[src/common/rat_config.svh]
// Sizing defines for the register alias table
// Register counts, checkpoint count and lookup port count
`ifndef RAT_CONFIG_SVH
`define RAT_CONFIG_SVH

// ========================================
// Register file sizes
// ========================================

// Architectural registers seen by the ISA
`define RAT_AREGS 32

// Physical registers behind the rename map
`define RAT_PREGS 64

// ========================================
// Checkpoints and ports
// ========================================

// One full map per outstanding branch, power of two
`define RAT_NCP 16

// Source lookup ports per cycle
`define RAT_NREAD 4

`endif
[src/common/rat_pkg.sv]
// Register alias table types
// Register numbers and checkpoint index
`include "rat_config.svh"

package rat_pkg;

	// Architectural register number
	typedef logic [$clog2(`RAT_AREGS)-1:0] areg_t;

	// Physical register number
	typedef logic [$clog2(`RAT_PREGS)-1:0] preg_t;

	// Checkpoint index, wraps modulo the checkpoint count
	typedef logic [$clog2(`RAT_NCP)-1:0] cp_idx_t;

endpackage

[src/logic/checkpoint_ctrl.sv]
// Checkpoint controller: current and oldest index, branch stall, restore
`timescale 1ns/1ps
`include "rat_config.svh"

module checkpoint_ctrl (
	input  logic                  clk,
	input  logic                  rst,
	input  logic                  br_q,
	input  logic                  commit_br,
	input  logic                  restore,
	input  rat_pkg::cp_idx_t      miss_cp,
	input  logic [`RAT_PREGS-1:0] avail,
	output rat_pkg::cp_idx_t      cur_cp,
	output logic                  take_cp,
	output logic                  stall,
	output logic [`RAT_PREGS-1:0] reclaim
);
	import rat_pkg::*;

	// Oldest checkpoint still held by an unresolved branch
	cp_idx_t oldest_cp;
	// Outstanding branches
	cp_idx_t out_cnt;
	logic    cp_full;

	// Index difference works modulo the checkpoint count
	assign out_cnt = cur_cp - oldest_cp;
	assign cp_full = (out_cnt == cp_idx_t'(`RAT_NCP - 1));

	// No free checkpoint, hold the branch off
	assign stall   = br_q & cp_full;

	// Accepted branch, restore takes priority
	assign take_cp = br_q & ~cp_full & ~restore;

	// ========================================
	// Index registers
	// ========================================
	always_ff @(posedge clk) begin
		if (rst) begin
			cur_cp    <= '0;
			oldest_cp <= '0;
		end else begin
			if (restore) begin
				cur_cp <= miss_cp;
			end else if (take_cp) begin
				cur_cp <= cur_cp + 1'b1;
			end
			// Branch retired, its checkpoint is released
			if (commit_br) begin
				oldest_cp <= oldest_cp + 1'b1;
			end
		end
	end

	// Registers allocated past the missed branch go back
	assign reclaim = restore ? avail : '0;

endmodule

[config.mk]
export PLATFORM = sky130hd
export DESIGN_NAME = checkpoint_ctrl
export DESIGN_NICKNAME = d
export VERILOG_FILES = /design/src/common/rat_pkg.sv /design/src/logic/checkpoint_ctrl.sv
export VERILOG_INCLUDE_DIRS = /design/src /design/src/common
export SDC_FILE = /design/constraint.sdc
export NUM_CORES = 1
export LEC_CHECK = 0
export BUFFER_PORTS_ARGS = -buffer_cell sky130_fd_sc_hd__buf_2
export CORE_UTILIZATION = 27
export CTS_BUF_LIST = sky130_fd_sc_hd__clkbuf_2
export CTS_CLUSTER_DIAMETER = 50
export DETAILED_ROUTE_END_ITERATION = 8
export GPL_TIMING_DRIVEN = 0
export MAX_ROUTING_LAYER = met4
export PLACE_DENSITY = 0.87
export SLEW_MARGIN = 20
export SYNTH_ARGS = -nofsm -noshare
export SYNTH_HDL_FRONTEND = slang
export SYNTH_SLANG_ARGS = --single-unit
[constraint.sdc]
create_clock -name clk -period 2.1 [get_ports clk]
set_input_delay 0.42 -clock clk [delete_from_list [all_inputs] [get_ports clk]]
set_output_delay 0.42 -clock clk [all_outputs]
set_load 0.05 [all_outputs]
==> metrics.txt <==
# TYPE chip_impl_metric gauge
chip_impl_metric{name="synth_unique_cells",unit=""} 24
chip_impl_metric{name="combinationalPowerShare",unit="%"} 65.3
chip_impl_info{name="hold_path.class",value="in -> reg"} 1
chip_impl_metric{name="areaGrowthSynthToFinish",unit="%"} 92.06
chip_impl_info{name="yosysMostFrequentCell",value="sky130_fd_sc_hd__and2_1"} 1
chip_impl_metric{name="syn-num-nets",unit=""} 207
chip_impl_info{name="cts_tree",value="done"} 1
chip_impl_metric{name="setup-tns-final",unit="ns"} -1.004
chip_impl_metric{name="core_region",unit="sq um"} 3337
chip_impl_metric{name="drc",unit=""} 0
chip_impl_metric{name="hold_viol_final",unit=""} 0
chip_impl_metric{name="tritoncts_num_sinks",unit=""} 8
chip_impl_metric{name="p_int",unit="mW"} 0.3887
chip_impl_metric{name="synth_async_sr_flop_share",unit="%"} 0
chip_impl_metric{name="finalPower",unit="mW"} 0.8535
chip_impl_metric{name="syn-mean-instance-area",unit="sq um"} 7.390
chip_impl_metric{name="power.density",unit="nW/um^2"} 469.8
chip_impl_metric{name="insertion_delay",unit="ns"} 0.28
chip_impl_metric{name="layout.filler_cells",unit=""} 327
chip_impl_metric{name="synth-edff-count",unit=""} 0
chip_impl_info{name="synth_area_leaders",value="sky130_fd_sc_hd__and2_1 (42%), sky130_fd_sc_hd__dfxtp_1 (17%), sky130_fd_sc_hd__ha_1 (6.6%)"} 1
chip_impl_metric{name="initial_core_utilization",unit="%"} 28.35
chip_impl_metric{name="tritoncts.num_buffers",unit=""} 3
chip_impl_metric{name="worst-endpoint-required",unit="ns"} 1.68
chip_impl_info{name="worstSetupStartpointType",value="flop"} 1
chip_impl_metric{name="placement_rows",unit=""} 21
chip_impl_info{name="synthFlopType",value="sky130_fd_sc_hd__dfxtp_1"} 1
chip_impl_metric{name="maximum_clock_rate",unit="GHz"} 0.4110
chip_impl_metric{name="gpl.final_weighted_congestion",unit=""} 0.7853
chip_impl_info{name="critical_path_class",value="reg -> out"} 1
chip_impl_info{name="clk_root_buffer_cell",value="sky130_fd_sc_hd__clkbuf_2"} 1
chip_impl_metric{name="arrival_time_reported_for_the_critical_path_endpoint",unit="ns"} 2.01
chip_impl_metric{name="num_vias",unit=""} 1368
chip_impl_metric{name="power_leakage",unit="nW"} 1.039
chip_impl_info{name="synth_top_area_cell",value="sky130_fd_sc_hd__and2_1"} 1
chip_impl_metric{name="pwr-share-seq",unit="%"} 20.9
chip_impl_metric{name="post-synth-top-area-fraction",unit="%"} 42.33
chip_impl_metric{name="synth.cell_area",unit="sq um"} 945.9
chip_impl_metric{name="tightestPinTransition",unit="ns"} 0.4168
chip_impl_metric{name="worst_hold_slack",unit="ns"} 0.4161
chip_impl_metric{name="syn-instance-count",unit=""} 128
chip_impl_metric{name="postSynthRegisterBits",unit=""} 8
chip_impl_metric{name="timing.clock.skew",unit="ns"} 0.01616
chip_impl_metric{name="cts_htree_levels",unit=""} 1
chip_impl_metric{name="via_count_of_the_first_global_routing_pass",unit=""} 1162
chip_impl_metric{name="yosysWarnings",unit=""} 0
chip_impl_metric{name="synth_sequential_area_ratio",unit="%"} 16.93
chip_impl_metric{name="clockPowerShare",unit="%"} 13.8
chip_impl_metric{name="global_route.overflow_total",unit=""} 0
chip_impl_metric{name="place_area",unit="sq um"} 1755
chip_impl_metric{name="final_design_area_no_fill",unit="sq um"} 1817
chip_impl_info{name="synth_common_cells",value="sky130_fd_sc_hd__and2_1 (64), sky130_fd_sc_hd__nor2_1 (10), sky130_fd_sc_hd__clkbuf_1 (8), sky130_fd_sc_hd__dfxtp_1 (8), sky130_fd_sc_hd__inv_1 (6)"} 1
chip_impl_metric{name="ioPinCount",unit=""} 143
chip_impl_metric{name="net_switching",unit="mW"} 0.4649
chip_impl_metric{name="layout_cells_sized_above_1",unit="%"} 59.06
chip_impl_metric{name="critPathBufInv",unit=""} 3
chip_impl_metric{name="clkTransAtPathRegs",unit="ns"} 0.10
chip_impl_info{name="crit_path_top_delay_cell",value="sky130_fd_sc_hd__fa_2"} 1
chip_impl_metric{name="switching_share",unit="%"} 54.46
chip_impl_metric{name="globalRouteTotalUtil",unit="%"} 18.42
chip_impl_metric{name="crit_fanout",unit=""} 2
chip_impl_metric{name="final-setup-viol-count",unit=""} 6
chip_impl_metric{name="critical_path.max_stage_delay",unit="ns"} 0.50
chip_impl_metric{name="die_h",unit="um"} 61.19
chip_impl_info{name="result_of_the_run",value="complete, but fails checks"} 1
chip_impl_metric{name="wire_length_of_the_first_global_routing_pass",unit="mm"} 4.995
chip_impl_metric{name="design.die.area",unit="sq um"} 3744
chip_impl_metric{name="maxSlewViolCount",unit=""} 0
chip_impl_metric{name="detail_route.first_pass.iterations",unit=""} 4
chip_impl_metric{name="port_buffers",unit=""} 141
chip_impl_metric{name="route.detailed.wl_per_inst",unit="um"} 10.79
chip_impl_metric{name="multi_input_comb_area",unit="sq um"} 774.5
chip_impl_metric{name="vdd_ir_drop_max",unit="mV"} 0.1999
chip_impl_metric{name="finish.utilization",unit="%"} 54.44
chip_impl_metric{name="finalCriticalPeriod",unit="ns"} 2.433
chip_impl_metric{name="maximum_buffer_depth_of_the_clock_tree",unit=""} 2
chip_impl_info{name="critPathTopFamily",value="adder cells"} 1
chip_impl_info{name="rsz0062_at_grt",value="true"} 1
chip_impl_metric{name="slew_headroom",unit="%"} 72.21
chip_impl_metric{name="insertedDiodeCount",unit=""} 0
chip_impl_info{name="crit_path_cell_trace",value="inv_4, ha_4, inv_2, fa_2, nand3b_1, o31ai_4, nor2_4, buf_6"} 1
chip_impl_info{name="setup.worst_path.end_class",value="primary output"} 1
chip_impl_info{name="failed_checks",value="setup timing"} 1
chip_impl_metric{name="grt_max_degree",unit=""} 11
chip_impl_metric{name="viasPerCell",unit=""} 4.248
chip_impl_metric{name="antenna_found_initial",unit=""} 0
chip_impl_metric{name="worst_slack",unit="ns"} -0.3334
chip_impl_metric{name="drtIter0Drc",unit=""} 40
chip_impl_metric{name="drt_wl_total",unit="mm"} 3.473
chip_impl_metric{name="area.sequential",unit="sq um"} 167.7
chip_impl_metric{name="period_share",unit="%"} 115.9
chip_impl_metric{name="place.detailed.hpwl",unit="mm"} 2.963
chip_impl_metric{name="drt.antenna.violating_nets",unit=""} 0
chip_impl_metric{name="fp.dieW",unit="um"} 61.19
chip_impl_metric{name="finish.net_count",unit=""} 356
chip_impl_metric{name="max_cap_violations",unit=""} 0
## power by group through the flow
stage,registers (mW),clock network (mW),logic (mW)
detailed placement,0.182,0,0.546
global route,0.180,0.119,0.600
finish,0.178,0.118,0.557
floorplan,0.201,0,0.372
global placement,0.181,0,0.537
CTS,0.178,0.112,0.560
## layout by cell type, fill, tap and decap left out, types with 3 or more instances in the layout
| master | Yosys | layout |
|---|---|---|
| sky130_fd_sc_hd__nor2_1 | 10 | 9 |
| sky130_fd_sc_hd__ha_1 | 5 | 4 |
| sky130_fd_sc_hd__xor2_1 | 3 | 3 |
| sky130_fd_sc_hd__inv_1 | 6 | 4 |
| sky130_fd_sc_hd__clkbuf_1 | 8 | 7 |
| sky130_fd_sc_hd__dfxtp_1 | 8 | 4 |
| sky130_fd_sc_hd__and2_1 | 64 | 64 |
| sky130_fd_sc_hd__clkbuf_2 | 0 | 5 |
| sky130_fd_sc_hd__dfxtp_2 | 0 | 3 |
| sky130_fd_sc_hd__buf_4 | 0 | 3 |
| sky130_fd_sc_hd__buf_2 | 0 | 139 |
## cell families (layout without fill, tap and decap cells)
logic type	Yosys count	count (layout)	synth area share (%)
AO/OA/AOI/OAI	9	9	8.598
XOR/XNOR	5	5	4.630
adder cells (fa/ha/maj)	6	6	8.730
buffers and inverters	14	162	5.556
flip-flops	8	8	16.93
multiplexers	2	2	2.116
AND/OR/NAND/NOR	84	84	53.44
## through the flow
| step | setup WS (ns) | cells |
|---|---|---|
| 6_report | -0.3334 | 322 |
| 3_3_place_gp | -0.3569 | 315 |
| 4_1_cts | -0.3270 | 322 |
| 2_1_floorplan | -0.2921 | 128 |
| 3_5_place_dp | -0.3684 | 315 |
| 5_1_grt | -0.4184 | 322 |
## tightest hold or removal path: stages
cell                       delay (ns)
sky130_fd_sc_hd__buf_2           0.10
sky130_fd_sc_hd__nor2_1          0.08
sky130_fd_sc_hd__a311oi_1        0.05
## path summary, 6_finish.rpt
| path | startpoint | end | slack, ns | cells past startpoint |
|---|---|---|---|---|
| min reg2reg | oldest_cp[3] | oldest_cp[3] | 0.55 | 2 |
| max | cur_cp[0] | take_cp | -0.33 | 8 |
| min | miss_cp[3] | cur_cp[3] | 0.42 | 3 |
| max reg2reg | cur_cp[0] | cur_cp[0] | -0.12 | 9 |
## sequential cells by signal, summed over array words and instances, names as in the netlist
| signal | cells |
|---|---|
| cur_cp | 4 |
| oldest_cp | 4 |
## metal layers
layer,global-route usage (%),vias to the layer above,wire [um]
met4,8.117,0,91
met2,34.47,65,1833
met5,-,-,0
met1,19.17,591,1343
li1,-,705,-
met3,2.101,7,205
## layout make-up
class / count / area share (%)
plain buffers: 8 / 1.722
clock buffers: 4 / 1.102
inverters: 6 / 1.377
multi-input cells: 106 / 42.63
flip-flops and latches: 8 / 9.229
well taps: 46 / 3.168
repair buffers: 144 / 40.77
## what timing repair did
action | in CTS | in global routing
endpoints found under the hold margin | 0 | 0
gates resized for setup | 6 | 2
cloned | 0 | 0
setup endpoints to repair | 6 | 56
pin swaps | 5 | 0
hold buffers | 0 | 0
buffers inserted | 3 | 1
No activity file was read; power rests on OpenSTA's default activity.
